`config.mk`:
```
export PLATFORM = sky130hd
export DESIGN_NAME = prv_csr_rfile_flat
export DESIGN_NICKNAME = d
export VERILOG_FILES = /design/src/machine_mode_types_pkg.sv /design/src/rv32i_types_pkg.sv /design/src/csr_prv_if.sv /design/src/prv_csr_rfile.sv /design/src/flat_wrapper.sv
export SDC_FILE = /design/constraint.sdc
export NUM_CORES = 1
export LEC_CHECK = 0
export BUFFER_PORTS_ARGS = -buffer_cell sky130_fd_sc_hd__buf_2
export CAP_MARGIN = 25
export CORE_AREA = 10 10 163 165
export CTS_CLUSTER_SIZE = 16
export DETAILED_ROUTE_END_ITERATION = 16
export DIE_AREA = 0 0 173 175
export GPL_TIMING_DRIVEN = 0
export PLACE_DENSITY_LB_ADDON = 0.08
export RECOVER_POWER = 50
export SLEW_MARGIN = 20
export SYNTH_ARGS = -nofsm -noshare
export SYNTH_HDL_FRONTEND = slang
export SYNTH_SLANG_ARGS = --single-unit
```
`constraint.sdc`:
```
create_clock -name clk -period 2.2 [get_ports clk]
set_clock_uncertainty 0.1 [all_clocks]
set_input_delay 0.22 -clock clk [delete_from_list [all_inputs] [get_ports clk]]
set_output_delay 0.22 -clock clk [all_outputs]
set_load 0.05 [all_outputs]
```
`src/machine_mode_types_pkg.sv`:
```
// Machine-mode privileged definitions
// Trap cause codes, CSR addresses, bit positions and reset values
`default_nettype none

package machine_mode_types_pkg;

  // ----------------------------------------
  // mcause layout
  // ----------------------------------------
  localparam int CAUSE_W       = 32;
  localparam int CAUSE_CODE_W  = 4;
  // Set for interrupts, clear for synchronous exceptions
  localparam int CAUSE_INT_BIT = CAUSE_W - 1;

  // Synchronous exception codes
  typedef enum logic [CAUSE_CODE_W-1:0] {
    INSN_MAL     = 4'd0,
    INSN_FAULT   = 4'd1,
    ILLEGAL_INSN = 4'd2,
    BREAKPOINT   = 4'd3,
    L_ADDR_MAL   = 4'd4,
    L_FAULT      = 4'd5,
    S_ADDR_MAL   = 4'd6,
    S_FAULT      = 4'd7,
    ENV_CALL_M   = 4'd11
  } ex_code_t;

  // Machine-level interrupt codes
  typedef enum logic [CAUSE_CODE_W-1:0] {
    SOFT_INT  = 4'd3,
    TIMER_INT = 4'd7,
    EXT_INT   = 4'd11
  } int_code_t;

  // Interrupt flag in bit 31, code in the low bits
  typedef logic [CAUSE_W-1:0] cause_t;

  // ----------------------------------------
  // Bit positions
  // ----------------------------------------
  // Global machine interrupt enable in mstatus
  localparam int MSTATUS_IE_BIT = 3;

  // Pending bits in mip
  // mie uses the same positions for msie / mtie / meie
  localparam int MSIP_BIT = 3;
  localparam int MTIP_BIT = 7;
  localparam int MEIP_BIT = 11;

  // ----------------------------------------
  // CSR addresses
  // ----------------------------------------
  localparam logic [11:0] CSR_MSTATUS  = 12'h300;
  localparam logic [11:0] CSR_MIE      = 12'h304;
  localparam logic [11:0] CSR_MTVEC    = 12'h305;
  localparam logic [11:0] CSR_MEPC     = 12'h341;
  localparam logic [11:0] CSR_MCAUSE   = 12'h342;
  localparam logic [11:0] CSR_MBADADDR = 12'h343;
  localparam logic [11:0] CSR_MIP      = 12'h344;

  // Trap vector after reset, word aligned
  localparam logic [31:0] MTVEC_RESET = 32'h0000_0100;

endpackage

`default_nettype wire

```
`src/rv32i_types_pkg.sv`:
```
// RV32I base types
// Data word, address and CSR address widths, plus the CSR access operation
`default_nettype none

package rv32i_types_pkg;

  // ----------------------------------------
  // Widths fixed by the ISA
  // ----------------------------------------
  localparam int WORD_W     = 32;
  localparam int CSR_ADDR_W = 12;

  // Data word and byte address
  typedef logic [WORD_W-1:0] word_t;
  typedef logic [WORD_W-1:0] addr_t;

  // Flat 4K CSR address space
  typedef logic [CSR_ADDR_W-1:0] csr_addr_t;

  // Software CSR access, encoded as funct3[1:0] of CSRRW / CSRRS / CSRRC
  // 2'b00 is not a legal operation
  typedef enum logic [1:0] {
    CSR_WRITE = 2'b01,
    CSR_SET   = 2'b10,
    CSR_CLEAR = 2'b11
  } csr_op_t;

endpackage

`default_nettype wire
```
`src/csr_prv_if.sv`:
```
// CSR state and update interface
// Current machine CSR values out of the register file, update strobes back in
`timescale 1ns/100ps
`default_nettype none

interface csr_prv_if
  import rv32i_types_pkg::*;
  import machine_mode_types_pkg::*;
(
  input logic clk
);

  // Current CSR values
  word_t mstatus, mie, mip;

  // Update requests, strobe loads value at the next rising edge
  logic   mip_rup;
  word_t  mip_next;
  logic   mstatus_rup;
  word_t  mstatus_next;
  logic   mcause_rup;
  cause_t mcause_next;
  logic   mepc_rup;
  addr_t  mepc_next;
  logic   mbadaddr_rup;
  addr_t  mbadaddr_next;

  // Trap side, clock only used for checks
  modport prv (
    input  clk,
    input  mstatus, mie, mip,
    output mip_rup, mip_next, mstatus_rup, mstatus_next,
    output mcause_rup, mcause_next, mepc_rup, mepc_next,
    output mbadaddr_rup, mbadaddr_next
  );

  modport csr (
    output mstatus, mie, mip,
    input  mip_rup, mip_next, mstatus_rup, mstatus_next,
    input  mcause_rup, mcause_next, mepc_rup, mepc_next,
    input  mbadaddr_rup, mbadaddr_next
  );

endinterface

`default_nettype wire

```
`src/prv_csr_rfile.sv`:
```
// Machine CSR register file
// Holds mstatus.ie, mie, mip, mtvec, mepc, mcause and mbadaddr,
// with a hardware update port and a software read/write/set/clear port
`timescale 1ns/100ps
`default_nettype none

module prv_csr_rfile
  import rv32i_types_pkg::*;
  import machine_mode_types_pkg::*;
(
  input  logic      clk,
  input  logic      reset,
  csr_prv_if.csr    csr_pr_if,
  input  csr_addr_t csr_addr,
  input  csr_op_t   csr_op,
  input  word_t     csr_wdata,
  input  logic      csr_wen,
  output word_t     csr_rdata,
  output logic      csr_invalid,
  output addr_t     trap_vector,
  output addr_t     epc
);

  // Only the global enable of mstatus is implemented
  logic   mstatus_ie;
  word_t  mstatus_word;
  word_t  mie_q;
  word_t  mip_q;
  addr_t  mtvec_q;
  addr_t  mepc_q;
  cause_t mcause_q;
  addr_t  mbadaddr_q;

  // Software write value and per-register write enables
  word_t sw_value;
  logic  wr_mstatus, wr_mie, wr_mip, wr_mtvec;
  logic  wr_mepc, wr_mcause, wr_mbadaddr;

  always_comb begin
    mstatus_word                 = '0;
    mstatus_word[MSTATUS_IE_BIT] = mstatus_ie;
  end

  // ----------------------------------------
  // Software read port
  // ----------------------------------------
  always_comb begin
    csr_rdata   = '0;
    csr_invalid = 1'b0;
    case (csr_addr)
      CSR_MSTATUS:  csr_rdata = mstatus_word;
      CSR_MIE:      csr_rdata = mie_q;
      CSR_MTVEC:    csr_rdata = mtvec_q;
      CSR_MEPC:     csr_rdata = mepc_q;
      CSR_MCAUSE:   csr_rdata = mcause_q;
      CSR_MBADADDR: csr_rdata = mbadaddr_q;
      CSR_MIP:      csr_rdata = mip_q;
      default:      csr_invalid = 1'b1;
    endcase
  end

  // Read-modify-write on the current value
  always_comb begin
    case (csr_op)
      CSR_SET:   sw_value = csr_rdata | csr_wdata;
      CSR_CLEAR: sw_value = csr_rdata & ~csr_wdata;
      default:   sw_value = csr_wdata;
    endcase
  end

  // Unknown addresses match nothing, so they write nothing
  assign wr_mstatus  = csr_wen && (csr_addr == CSR_MSTATUS);
  assign wr_mie      = csr_wen && (csr_addr == CSR_MIE);
  assign wr_mtvec    = csr_wen && (csr_addr == CSR_MTVEC);
  assign wr_mepc     = csr_wen && (csr_addr == CSR_MEPC);
  assign wr_mcause   = csr_wen && (csr_addr == CSR_MCAUSE);
  assign wr_mbadaddr = csr_wen && (csr_addr == CSR_MBADADDR);
  assign wr_mip      = csr_wen && (csr_addr == CSR_MIP);

  // ----------------------------------------
  // Registers, hardware strobes win
  // ----------------------------------------
  always_ff @(posedge clk) begin
    if (reset) begin
      mstatus_ie <= 1'b0;
      mie_q      <= '0;
      mip_q      <= '0;
      mtvec_q    <= MTVEC_RESET;
      mepc_q     <= '0;
      mcause_q   <= '0;
      mbadaddr_q <= '0;
    end else begin
      if (csr_pr_if.mstatus_rup) begin
        mstatus_ie <= csr_pr_if.mstatus_next[MSTATUS_IE_BIT];
      end else if (wr_mstatus) begin
        mstatus_ie <= sw_value[MSTATUS_IE_BIT];
      end

      // No hardware path into mie or mtvec
      if (wr_mie) begin
        mie_q <= sw_value;
      end
      if (wr_mtvec) begin
        mtvec_q <= {sw_value[31:2], 2'b00};
      end

      if (csr_pr_if.mip_rup) begin
        mip_q <= csr_pr_if.mip_next;
      end else if (wr_mip) begin
        mip_q <= sw_value;
      end

      // Return address kept word aligned
      if (csr_pr_if.mepc_rup) begin
        mepc_q <= {csr_pr_if.mepc_next[31:2], 2'b00};
      end else if (wr_mepc) begin
        mepc_q <= {sw_value[31:2], 2'b00};
      end

      if (csr_pr_if.mcause_rup) begin
        mcause_q <= csr_pr_if.mcause_next;
      end else if (wr_mcause) begin
        mcause_q <= sw_value;
      end

      if (csr_pr_if.mbadaddr_rup) begin
        mbadaddr_q <= csr_pr_if.mbadaddr_next;
      end else if (wr_mbadaddr) begin
        mbadaddr_q <= sw_value;
      end
    end
  end

  // Current values back to the trap logic and the pipeline
  assign csr_pr_if.mstatus = mstatus_word;
  assign csr_pr_if.mie     = mie_q;
  assign csr_pr_if.mip     = mip_q;
  assign trap_vector       = mtvec_q;
  assign epc               = mepc_q;

  // Software op must be one of the three legal encodings
  csr_op_known_a : assert property (@(posedge clk) disable iff (reset)
    csr_wen |-> !$isunknown(csr_op) && (csr_op inside {CSR_WRITE, CSR_SET, CSR_CLEAR}));

  // mcause moves only after a trap or a software write to it
  mcause_stable_a : assert property (@(posedge clk) disable iff (reset)
    !(csr_pr_if.mcause_rup || wr_mcause) |=> $stable(mcause_q));

endmodule

`default_nettype wire

```
`src/flat_wrapper.sv`:
```
// flat-port wrapper written by rule: the top's interface ports become plain ports
module prv_csr_rfile_flat import rv32i_types_pkg::*; import machine_mode_types_pkg::*;
  (clk, reset, csr_addr, csr_op, csr_wdata, csr_wen, csr_rdata, csr_invalid, trap_vector, epc, csr_pr_if_mstatus, csr_pr_if_mie, csr_pr_if_mip, csr_pr_if_mip_rup, csr_pr_if_mip_next, csr_pr_if_mstatus_rup, csr_pr_if_mstatus_next, csr_pr_if_mcause_rup, csr_pr_if_mcause_next, csr_pr_if_mepc_rup, csr_pr_if_mepc_next, csr_pr_if_mbadaddr_rup, csr_pr_if_mbadaddr_next);
  csr_prv_if csr_pr_if_i (.clk(clk));
  input  logic clk;
  input  logic reset;
  input  csr_addr_t csr_addr;
  input  csr_op_t csr_op;
  input  word_t csr_wdata;
  input  logic csr_wen;
  output word_t csr_rdata;
  output logic csr_invalid;
  output addr_t trap_vector;
  output addr_t epc;
  output wire logic [$bits(csr_pr_if_i.mstatus)-1:0] csr_pr_if_mstatus;
  output wire logic [$bits(csr_pr_if_i.mie)-1:0] csr_pr_if_mie;
  output wire logic [$bits(csr_pr_if_i.mip)-1:0] csr_pr_if_mip;
  input wire logic [$bits(csr_pr_if_i.mip_rup)-1:0] csr_pr_if_mip_rup;
  input wire logic [$bits(csr_pr_if_i.mip_next)-1:0] csr_pr_if_mip_next;
  input wire logic [$bits(csr_pr_if_i.mstatus_rup)-1:0] csr_pr_if_mstatus_rup;
  input wire logic [$bits(csr_pr_if_i.mstatus_next)-1:0] csr_pr_if_mstatus_next;
  input wire logic [$bits(csr_pr_if_i.mcause_rup)-1:0] csr_pr_if_mcause_rup;
  input wire logic [$bits(csr_pr_if_i.mcause_next)-1:0] csr_pr_if_mcause_next;
  input wire logic [$bits(csr_pr_if_i.mepc_rup)-1:0] csr_pr_if_mepc_rup;
  input wire logic [$bits(csr_pr_if_i.mepc_next)-1:0] csr_pr_if_mepc_next;
  input wire logic [$bits(csr_pr_if_i.mbadaddr_rup)-1:0] csr_pr_if_mbadaddr_rup;
  input wire logic [$bits(csr_pr_if_i.mbadaddr_next)-1:0] csr_pr_if_mbadaddr_next;
  assign csr_pr_if_mstatus = csr_pr_if_i.mstatus;
  assign csr_pr_if_mie = csr_pr_if_i.mie;
  assign csr_pr_if_mip = csr_pr_if_i.mip;
  assign csr_pr_if_i.mip_rup = csr_pr_if_mip_rup;
  assign csr_pr_if_i.mip_next = csr_pr_if_mip_next;
  assign csr_pr_if_i.mstatus_rup = csr_pr_if_mstatus_rup;
  assign csr_pr_if_i.mstatus_next = csr_pr_if_mstatus_next;
  assign csr_pr_if_i.mcause_rup = csr_pr_if_mcause_rup;
  assign csr_pr_if_i.mcause_next = csr_pr_if_mcause_next;
  assign csr_pr_if_i.mepc_rup = csr_pr_if_mepc_rup;
  assign csr_pr_if_i.mepc_next = csr_pr_if_mepc_next;
  assign csr_pr_if_i.mbadaddr_rup = csr_pr_if_mbadaddr_rup;
  assign csr_pr_if_i.mbadaddr_next = csr_pr_if_mbadaddr_next;
  prv_csr_rfile u_core (.clk(clk), .reset(reset), .csr_pr_if(csr_pr_if_i), .csr_addr(csr_addr), .csr_op(csr_op), .csr_wdata(csr_wdata), .csr_wen(csr_wen), .csr_rdata(csr_rdata), .csr_invalid(csr_invalid), .trap_vector(trap_vector), .epc(epc));
endmodule
```
==> results of run 1 <==
==> cell type report <==
cell class	count	area (um^2)
Fill cell	2118	7655
Multi-Input combinational cell	924	6475
Sequential cell	189	3785
Timing Repair Buffer	499	3246
Buffer	159	1055
Clock buffer	17	425.4
Tap cell	319	399.1
Clock inverter	15	148.9
Inverter	15	56.30
Antenna cell	7	17.52
==> power groups by stage <==
stage          Clock [mW]  Sequential (mW)  Combinational (mW)
2_1_floorplan           0             3.93               0.804
3_3_place_gp            0             3.73                1.61
3_5_place_dp            0             3.74                1.62
4_1_cts              3.14             3.66                1.85
5_1_grt              3.26             3.68                2.02
6_report             3.15             3.67                1.94
==> worst reg2reg max path, stage by stage, from the launching register on <==
cell and delay, ns:
dfxtp_1 0.32, mux2_2 0.31, and3_4 0.20, a211oi_2 0.31, buf_4 0.17, o211a_1 0.41
a211o_1 0.19, a21oi_1 0.06
==> what timing repair did <==
action                                  in CTS  in global routing
buffers inserted                            17                 20
cloned                                       1                  0
pin swaps                                   20                 18
resized for setup                          120                 90
hold buffers                               125                  0
endpoints found under the setup margin     181                127
endpoints found under the hold margin      125                  0
==> per-layer routing <==
metal  track usage (%)  vias to the layer above
met5                 0                        -
met4             12.83                        0
met3             10.11                      159
met1             45.80                     6319
met2             56.59                     1016
li1                  -                     5781
==> cells in the mapped netlist, drive strengths merged, types with 6 or more instances <==
master  instances  area (um^2)
a22oi          62        465.5
nor2b          18        112.6
a211oi         18        135.1
buf            88        569.3
a221o           6        60.06
mux2           24        270.3
nand3b         10        75.07
nand2          69        261.5
o211ai         14        105.1
and3            8        50.05
dfxtp         189         3784
nor3           14        85.08
a32oi          26        227.7
o21ai         148        740.7
inv            15        56.30
nor2          100        375.4
or3             7        48.80
a31oi          51        319.1
nor3b          20        155.1
mux2i          29        290.3
nor4b          50        452.9
a211o          11        96.34
a21oi          94        481.7
a221oi         10        87.58
nand3          23        115.1
o22ai          15        93.84
clkbuf         75        282.8
and2           10        62.56
==> metrics by stage <==
step,instances,utilization [%],total power [mW],hold WS [ns],TNS (ns)
final,2144,67.09,8.766,0.03650,-0.4558
after global routing,2141,67.06,8.958,0.03294,-0.5259
after CTS,2121,66.17,8.651,0.02508,-0.3000
after detailed placement,1946,55.84,5.354,0.3472,-126.84
after global placement,1945,55.78,5.341,0.3487,-126.85
after floorplan,1291,-,4.737,0.2555,-0.08658
==> cells in the final DEF (no fill, tap or decap), types with 8 or more instances in the layout <==
cell type	n
a211oi_1	16
nand3_1	22
a22oi_2	27
and2_1	9
conb_1	35
a31oi_1	49
a21oi_2	9
buf_8	11
clkbuf_1	173
buf_4	89
nor2b_1	17
mux2i_1	28
a211o_1	11
clkbuf_4	8
a22oi_1	35
nor3b_1	19
dlygate4sd3_1	125
o21ai_0	103
o211ai_1	14
inv_1	14
nand3b_1	10
a32oi_1	26
nor3_1	9
mux2_2	23
dfxtp_1	188
buf_6	28
buf_2	197
nand2_1	62
o22ai_4	14
a21oi_1	84
a221oi_1	10
o21ai_1	42
nor4b_1	48
clkbuf_16	17
clkbuf_2	15
nor2_1	87
nor2_2	12
==> kinds of logic (layout without fill, tap and decap cells) <==
kind of cell           Yosys count  in the layout  synth area share (%)
AOI/OAI and AO/OA              487            487                 29.92
and+or+nand+nor                349            349                 19.40
DFF                            189            189                 36.48
buffers and inverters          178            705                 8.758
muxes                           53             53                 5.405
other                            1             42               0.03616
==> path summary, 6_finish.rpt <==
check	from	to	slack [ns]	depth (start not counted)
setup reg to reg	u_core.mcause_q[5]$_SDFFE_PP0P_	u_core.csr_pr_if.mip[5]$_SDFFE_PP0P_	0.02	7
hold / removal	csr_pr_if_mcause_next[25]	u_core.mcause_q[25]$_SDFFE_PP0P_	0.04	4
hold reg to reg	u_core.trap_vector[31]$_SDFFE_PP0P_	u_core.trap_vector[31]$_SDFFE_PP0P_	0.38	2
setup / recovery	u_core.mcause_q[25]$_SDFFE_PP0P_	csr_rdata[25]	-0.08	6
==> flip-flops by register name, summed over array words and instances (netlist names) <==
register / count
u_core.csr_pr_if.mie: 32
u_core.epc: 30
u_core.csr_pr_if.mip: 32
u_core.mbadaddr_q: 32
u_core.mcause_q: 32
u_core.mstatus_ie: 1
u_core.trap_vector: 30
==> impl_metrics.ini, run 1 <==
[grt]
grt.total_usage_pct = 35.82
overflow = 0
grt_max_degree = 20
antenna_found_initial = 6
grt_pass1_wl_mm = 83.21
grt_pass1_vias = 12690

[cts]
cts_tree = done
cts_inserted_buffers = 17
clock_latency_ns = 0.46
htree_levels = 4
root_buffer = clkbuf_16
path_clk_slew_ns = 0.08
cts_sinks = 189
clock_path_buffers = 2

[finish]
final_nets = 2019
drive_above_1_share_pct = 29.21
area_growth_pct = 50.49
final_area_um2 = 15610

[floorplanning]
die_w_um = 173
initial_core_util_pct = 44.58
dieArea_um2 = 30280
core_region_area_um2 = 23260
rows = 56
die_h_um = 175
io_pins = 407

[sta]
setup_viol = 13
min_period_over_period_pct = 103.5
rsz0062_at_grt = yes
finalHoldViolCount = 0
slew_viol_final = 0
fin_crit_ns = 2.277
max_slew_margin_pct = 45.81
tightest_slew_ns = 0.8128
fmax_mhz = 439.1
timing.final.ws_setup_ns = -0.07728

[power_and_ir_drop]
leakage_nw = 5.989
power_frac_comb_pct = 22.2
p_seq_share_pct = 41.9
clockPowerShare_pct = 36.0
swShare_pct = 34.14
p_switching_mw = 2.993
vdd_drop_max_uv = 437.7
intPower_mw = 5.773
power.density_nw_per_um2 = 561.7

[worst_hold_path]
min_path_type = in2reg

[placed_design]
placed_area_um2 = 12990
hpwl_mm = 42.45
globalplace.congestion = 1.018
port_buffers = 335
dp_slack_ns = -0.9221

[run_status]
violations = setup timing
outcome = finished, violations left

[detailed_routing]
wl_met3_mm = 7.103
final_antenna_net_count = 0
drc = 0
wirelength_met1_mm = 22.50
route.met2.wl_mm = 25.80
drtIter0Drc = 1770
wl_mm = 57.57
top_layer_used = met4
vias = 13280
routedWlPerCell_um = 26.85
drtPass1Iterations = 8
viasPerCell = 6.192

[synthesis]
syn_area_um2 = 10370
seq_area_frac_synth_pct = 36.48
ys_ff_latch = 189
yosys_warnings = 0
yosys_most_used_dff = dfxtp_1
avgSynthCellArea_um2 = 8.251
async_reset_ff_share_pct = 0
synth_edf_count = 0
ys_types = 74
synthCells = 1257

[worst_setup_path]
cp.required_ns = 1.88
end_kind = output pin
crit_chain = mux2_4 -> a22o_4 -> a222oi_1 -> buf_4 -> nor2_2 -> buf_6
cp_slowest_cell = dfxtp_2
worst_path_dominant_cell_family = compound AO/OA/AOI/OAI gates
crit_fanout = 3
arrival_ns = 1.96
critPathKind = reg2out
cp-start-kind = flip-flop
path_buf_inv = 2
max_stage_delay_ns = 0.33

[job]
cap_violations = 0
Power figures use the tool's default switching activity.
==> run 2: changes to the inputs <==
--- a/config.mk
+++ b/config.mk
@@ -5,12 +5,12 @@
 export SDC_FILE = /design/constraint.sdc
 export NUM_CORES = 1
 export LEC_CHECK = 0
-export BUFFER_PORTS_ARGS = -buffer_cell sky130_fd_sc_hd__buf_2
 export CAP_MARGIN = 25
-export CORE_AREA = 10 10 163 165
+export CORE_AREA = 10 10 149 151
 export CTS_CLUSTER_SIZE = 16
 export DETAILED_ROUTE_END_ITERATION = 16
-export DIE_AREA = 0 0 173 175
+export DIE_AREA = 0 0 159 161
+export DONT_BUFFER_PORTS = 1
 export GPL_TIMING_DRIVEN = 0
 export PLACE_DENSITY_LB_ADDON = 0.08
 export RECOVER_POWER = 50
==> impl_metrics.ini, run 2 (synthesis gave the netlist of run 1 again) <==
[floorplanning]
rows = 51
die_h_um = 161
initial_core_util_pct = 54.00
core_region_area_um2 = 19210
dieArea_um2 = 25600
die_w_um = 159
io_pins = 407

[detailed_routing]
vias = 12330
routedWlPerCell_um = 30.29
viasPerCell = 6.887
wl_mm = 54.22
final_antenna_net_count = 0
drtPass1Iterations = 6
drtIter0Drc = 1798
drc = 0

[grt]
overflow = 0
antenna_found_initial = 3
grt_max_degree = 19
grt_pass1_vias = 11530
grt.total_usage_pct = 39.08
grt_pass1_wl_mm = 77.26

[cts]
path_clk_slew_ns = 0.08
cts_inserted_buffers = 17
htree_levels = 4
clock_latency_ns = 0.45
root_buffer = clkbuf_16
cts_tree = done
cts_sinks = 189
clock_path_buffers = 2

[finish]
area_growth_pct = 37.83
final_nets = 1723
final_cell_count_no_fill = 1790
fill_cells = 1452
final_area_um2 = 14300
final_cell_mix = dlygate4sd3_1, o21ai_0, buf_4, nor2_1, dfxtp_2
layout_commonest_cell = dlygate4sd3_1
drive_above_1_share_pct = 28.25

[sta]
fmax_mhz = 425.5
setup_viol = 8
rsz0062_at_grt = yes
tightest_slew_ns = 1.048
finalHoldViolCount = 0
max_slew_margin_pct = 29.82
min_period_over_period_pct = 106.8
slew_viol_final = 0
fin_crit_ns = 2.350
timing.final.ws_setup_ns = -0.1504

[power_and_ir_drop]
power.density_nw_per_um2 = 597.9
swShare_pct = 33.47
intPower_mw = 5.687
p_switching_mw = 2.860
p_seq_share_pct = 45.9
leakage_nw = 5.102
vdd_drop_max_uv = 553.6
power_frac_comb_pct = 17.8
total_power_mw = 8.547
clockPowerShare_pct = 36.3

[worst_setup_path]
max_stage_delay_ns = 0.86
end_kind = output pin
cp-start-kind = flip-flop
crit_chain = mux2_4 -> a32oi_2 -> o211ai_1
critPathKind = reg2out
cp_slowest_cell = o211ai_1
arrival_ns = 2.03
cp.required_ns = 1.88
crit_fanout = 3

[placed_design]
hpwl_mm = 39.94
dp_slack_ns = -0.7103
port_buffers = 0
globalplace.congestion = 1.000
place_inst = 1562
placed_area_um2 = 11290

[job]
cap_violations = 0

[worst_hold_path]
min_path_type = in2reg

[run_status]
violations = setup timing
outcome = finished, violations left
==> run 2: cell count changes in the layout (fill, tap and decap cells not counted), moves of 10 or more <==
cell / previous run / this run
buf_2: 197 / 23
clkbuf_1: 173 / 56
dfxtp_1: 188 / 85
dfxtp_2: 1 / 87
dfxtp_4: 0 / 17
buf_6: 28 / 13
dlygate4sd3_1: 125 / 139
a22oi_1: 35 / 45
a22oi_2: 27 / 17
buf_4: 89 / 99
nor2_2: 12 / 2
==> run 2: per-stage QoR <==
step / hold slack [ns] / utilization, % / setup TNS [ns]
2_1_floorplan: 0.2555 / - / -0.08658
3_3_place_gp: 0.2619 / 58.47 / -96.86
3_5_place_dp: 0.2622 / 58.78 / -93.67
4_1_cts: 0.0008452 / 71.32 / -4.141
5_1_grt: 0.03419 / 74.43 / -0.8164
6_report: 0.02328 / 74.43 / -0.4408
==> run 2: layout make-up <==
class                           instances  area, um^2  share of cell area (%)
Sequential cell                       189        3956                   27.68
Buffer                                162       987.2                   6.906
Clock buffer                           18       439.2                   3.072
Inverter                               15       56.30                  0.3939
Clock inverter                         14       120.1                  0.8403
Antenna cell                            3       7.507                 0.05252
Timing Repair Buffer                  200        1873                   13.10
Multi-Input combinational cell        924        6524                   45.64
Tap cell                              265       331.6                   2.319
==> run 2: path summary, 6_finish.rpt <==
path | startpoint | slack (ns) | cells past startpoint | to
setup / recovery | u_core.csr_pr_if.mie[29]$_SDFFE_PP0P_ | -0.15 | 3 | csr_rdata[29]
setup reg to reg | u_core.csr_pr_if.mie[8]$_SDFFE_PP0P_ | -0.07 | 6 | u_core.csr_pr_if.mip[8]$_SDFFE_PP0P_
hold reg to reg | u_core.mbadaddr_q[23]$_SDFFE_PP0P_ | 0.47 | 2 | u_core.mbadaddr_q[23]$_SDFFE_PP0P_
hold / removal | csr_wdata[23] | 0.02 | 4 | u_core.mbadaddr_q[23]$_SDFFE_PP0P_
==> run 2: power by group through the flow <==
stage	combinational [mW]	clock, mW	sequential, mW
2_1_floorplan	0.804	0	3.93
3_3_place_gp	1.08	0	3.99
3_5_place_dp	1.09	0	3.99
4_1_cts	1.35	3.05	3.91
5_1_grt	1.57	3.20	3.93
6_report	1.52	3.11	3.92
==> run 2: worst max-delay path, delay by kind of cell (launching register included) <==
kind	cells	cell delay, ns
AO/OA/AOI/OAI	2	0.91
flip-flops	1	0.46
multiplexers	1	0.20
==> run 2: timing repair <==
| item | CTS | global route |
|---|---|---|
| pin swaps | 19 | 30 |
| setup endpoints to repair | 172 | 163 |
| endpoints found under the hold margin | 133 | 1 |
| resized for setup | 145 | 97 |
| hold buffers | 138 | 1 |
| buffers inserted | 17 | 38 |
==> run 2: metal layers <==
metal	GRT usage, %	share of wire (%)
met1	47.61	36
met2	60.26	44
met3	16.93	16
met4	14.15	4.8
met5	0	0
==> run 3: changes to the inputs <==
--- a/config.mk
+++ b/config.mk
@@ -5,11 +5,12 @@
 export SDC_FILE = /design/constraint.sdc
 export NUM_CORES = 1
 export LEC_CHECK = 0
+export ABC_AREA = 1
 export CAP_MARGIN = 25
-export CORE_AREA = 10 10 149 151
+export CORE_AREA = 10 10 151 153
 export CTS_CLUSTER_SIZE = 16
 export DETAILED_ROUTE_END_ITERATION = 16
-export DIE_AREA = 0 0 159 161
+export DIE_AREA = 0 0 161 163
 export DONT_BUFFER_PORTS = 1
 export GPL_TIMING_DRIVEN = 0
 export PLACE_DENSITY_LB_ADDON = 0.08
==> impl_metrics.ini, run 3 <==
[worst_setup_path]
critPathKind = reg2out
cp.required_ns = 1.88
regToRegSetupSlack_ns = 0.06
end_kind = output pin
worstReg2RegStart = u_core.csr_pr_if.mie[8]$_SDFFE_PP0P_
crit_fanout = 2
arrival_ns = 1.89
cp-start-kind = flip-flop
r2r-end = u_core.csr_pr_if.mie[8]$_SDFFE_PP0P_
crit_path_end = csr_rdata[0]
rr_worst_depth = 8
crit_path_start = u_core.csr_pr_if.mie[0]$_SDFFE_PP0P_

[sta]
max_slew_margin_pct = 31.38
fin_hold_ws_ns = -0.001347
tightest_slew_ns = 1.029
slew_viol_final = 0
fin_crit_ns = 2.207
timing.final.ws_setup_ns = -0.006795
tns_ns = -0.006795
min_period_over_period_pct = 100.3
setup_viol = 1
finalHoldViolCount = 2
fmax_mhz = 453.1

[cts]
clock_latency_ns = 0.45
cts_sinks = 189
htree_levels = 4
cts_inserted_buffers = 17
root_buffer = clkbuf_16
cts_tree = done
clock_path_buffers = 2
path_clk_slew_ns = 0.08

[floorplanning]
core_region_area_um2 = 19910
dieArea_um2 = 26240
rows = 52
io_pins = 407
initial_core_util_pct = 56.54
die_h_um = 163
die_w_um = 161

[detailed_routing]
drtPass1Iterations = 8
viasPerCell = 5.960
drtIter0Drc = 2405
final_antenna_net_count = 0
wl_mm = 56.79
drc = 0
routedWlPerCell_um = 24.27
vias = 13950

[synthesis]
synth_top_area_share_pct = 33.61
syn_area_um2 = 11260
yosysMostFrequentCell = nand2_1
async_reset_ff_share_pct = 0
yosysTopAreaCell = dfxtp_1
ys_types = 29
avgSynthCellArea_um2 = 6.042
synth_edf_count = 0
synth.top_cells.by_count = nand2_1, inv_1, nand3_1
ys_ff_latch = 189
yosys_warnings = 0
seq_area_frac_synth_pct = 33.61
synthCells = 1863
yosys_most_used_dff = dfxtp_1
netlist_top_cells_area = dfxtp_1, nand2_1, nand3_1

[grt]
grt_max_degree = 17
antenna_found_initial = 1
grt.total_usage_pct = 40.93
grt_pass1_vias = 13030
grt_pass1_wl_mm = 81.86
overflow = 0

[power_and_ir_drop]
leakage_nw = 6.813
power.density_nw_per_um2 = 600.2
vdd_drop_max_uv = 531.3

[placed_design]
dp_slack_ns = -0.4628
hpwl_mm = 39.56
port_buffers = 0
globalplace.congestion = 1.027

[finish]
final_cell_mix = nand2_1, inv_1, nand3_1, dfxtp_1, a21oi_1
drive_above_1_share_pct = 9.522
layout_commonest_cell = nand2_1
area_growth_pct = 22.90
final_nets = 2271

[run_status]
outcome = finished, violations left
violations = hold timing, setup timing

[worst_hold_path]
min_path_type = in2reg

[job]
cap_violations = 0
-- run 3: changes by cell type in the layout (fill, tap and decap cells not counted), sizes merged, moves of 31 or more --
cell   delta
nand2   +498
buf      -57
nand3   +242
a21oi    +67
o21ai    -31
a31oi    -51
a22oi    -62
nor4b    -50
inv     +268
-- run 3: through the flow --
step / instances / cell area [um^2] / power (mW) / util [%] / hold WS [ns]
global placement: 2167 / 11730 / 4.877 / 58.91 / 0.3457
global route: 2340 / 13830 / 8.464 / 69.49 / 0.02218
CTS: 2337 / 13810 / 8.187 / 69.34 / 0.0006224
floorplan: 1897 / 11390 / 4.604 / - / 0.3393
detailed placement: 2167 / 11740 / 4.891 / 58.96 / 0.3574
finish: 2340 / 13830 / 8.303 / 69.49 / -0.001347
-- run 3: final cells by class --
cell class                      instances  area, um^2
Sequential cell                       189        3790
Timing Repair Buffer                  141        1411
Fill cell                            1819        6075
Tap cell                              270       337.8
Clock inverter                         12       137.6
Clock buffer                           19       442.9
Buffer                                154       852.1
Antenna cell                            1       2.502
Inverter                              290        1091
Multi-Input combinational cell       1264        5769
-- run 3: routing by layer --
layer  wire length, um  GRT usage, %  vias to the layer above  share of wire (%)
li1                  -             -                     6140                  -
met1             18930         48.38                     6258                 33
met2             24870         62.69                     1280                 44
met3              9369         14.76                      268                 16
met4              3620         24.65                        0                6.4
met5                 0             0                        -                  0
-- run 3: timing repair --
item                       in CTS  in global routing
setup buffers                   2                  2
gates resized for setup        37                 18
hold endpoints to repair      137                  0
pin swaps                       3                  1
hold buffers                  137                  0
setup endpoints to repair      37                 75
-- run 3: kinds of logic after synthesis --
family / count (synthesis) / synth area share, %
and+or+nand+nor: 922 / 35.09
AOI/OAI and AO/OA: 307 / 14.29
DFF: 189 / 33.61
buffers and inverters: 444 / 16.97
other: 1 / 0.03331
-- run 3: worst max-delay path: stages, from the launching register on --
cell     delay (ns)
dfxtp_1        0.67
inv_1          0.13
o21ai_0        0.34
or2_4          0.29
-- run 3: worst min-delay path by stage --
stage,start,slack [ns],cells past startpoint,endpoint
after floorplan,csr_pr_if_mepc_next[30],0.34,4,u_core.epc[30]$_SDFFE_PP0P_
after global placement,csr_pr_if_mbadaddr_next[30],0.35,4,u_core.mbadaddr_q[30]$_SDFFE_PP0P_
after detailed placement,csr_pr_if_mcause_next[11],0.36,4,u_core.mcause_q[11]$_SDFFE_PP0P_
after CTS,csr_wdata[17],0.0006,4,u_core.trap_vector[17]$_SDFFE_PP0P_
after global routing,csr_wdata[9],0.02,4,u_core.trap_vector[9]$_SDFFE_PP0P_
final,csr_wdata[11],-0.001,4,u_core.trap_vector[11]$_SDFFE_PP0P_
-- run 3: power breakdown --
part | switching [mW] | leakage (nW) | internal, mW
Sequential | 0.325 | 1.55 | 3.55
Combinational | 0.800 | 4.98 | 0.417
Clock | 1.50 | 0.285 | 1.71
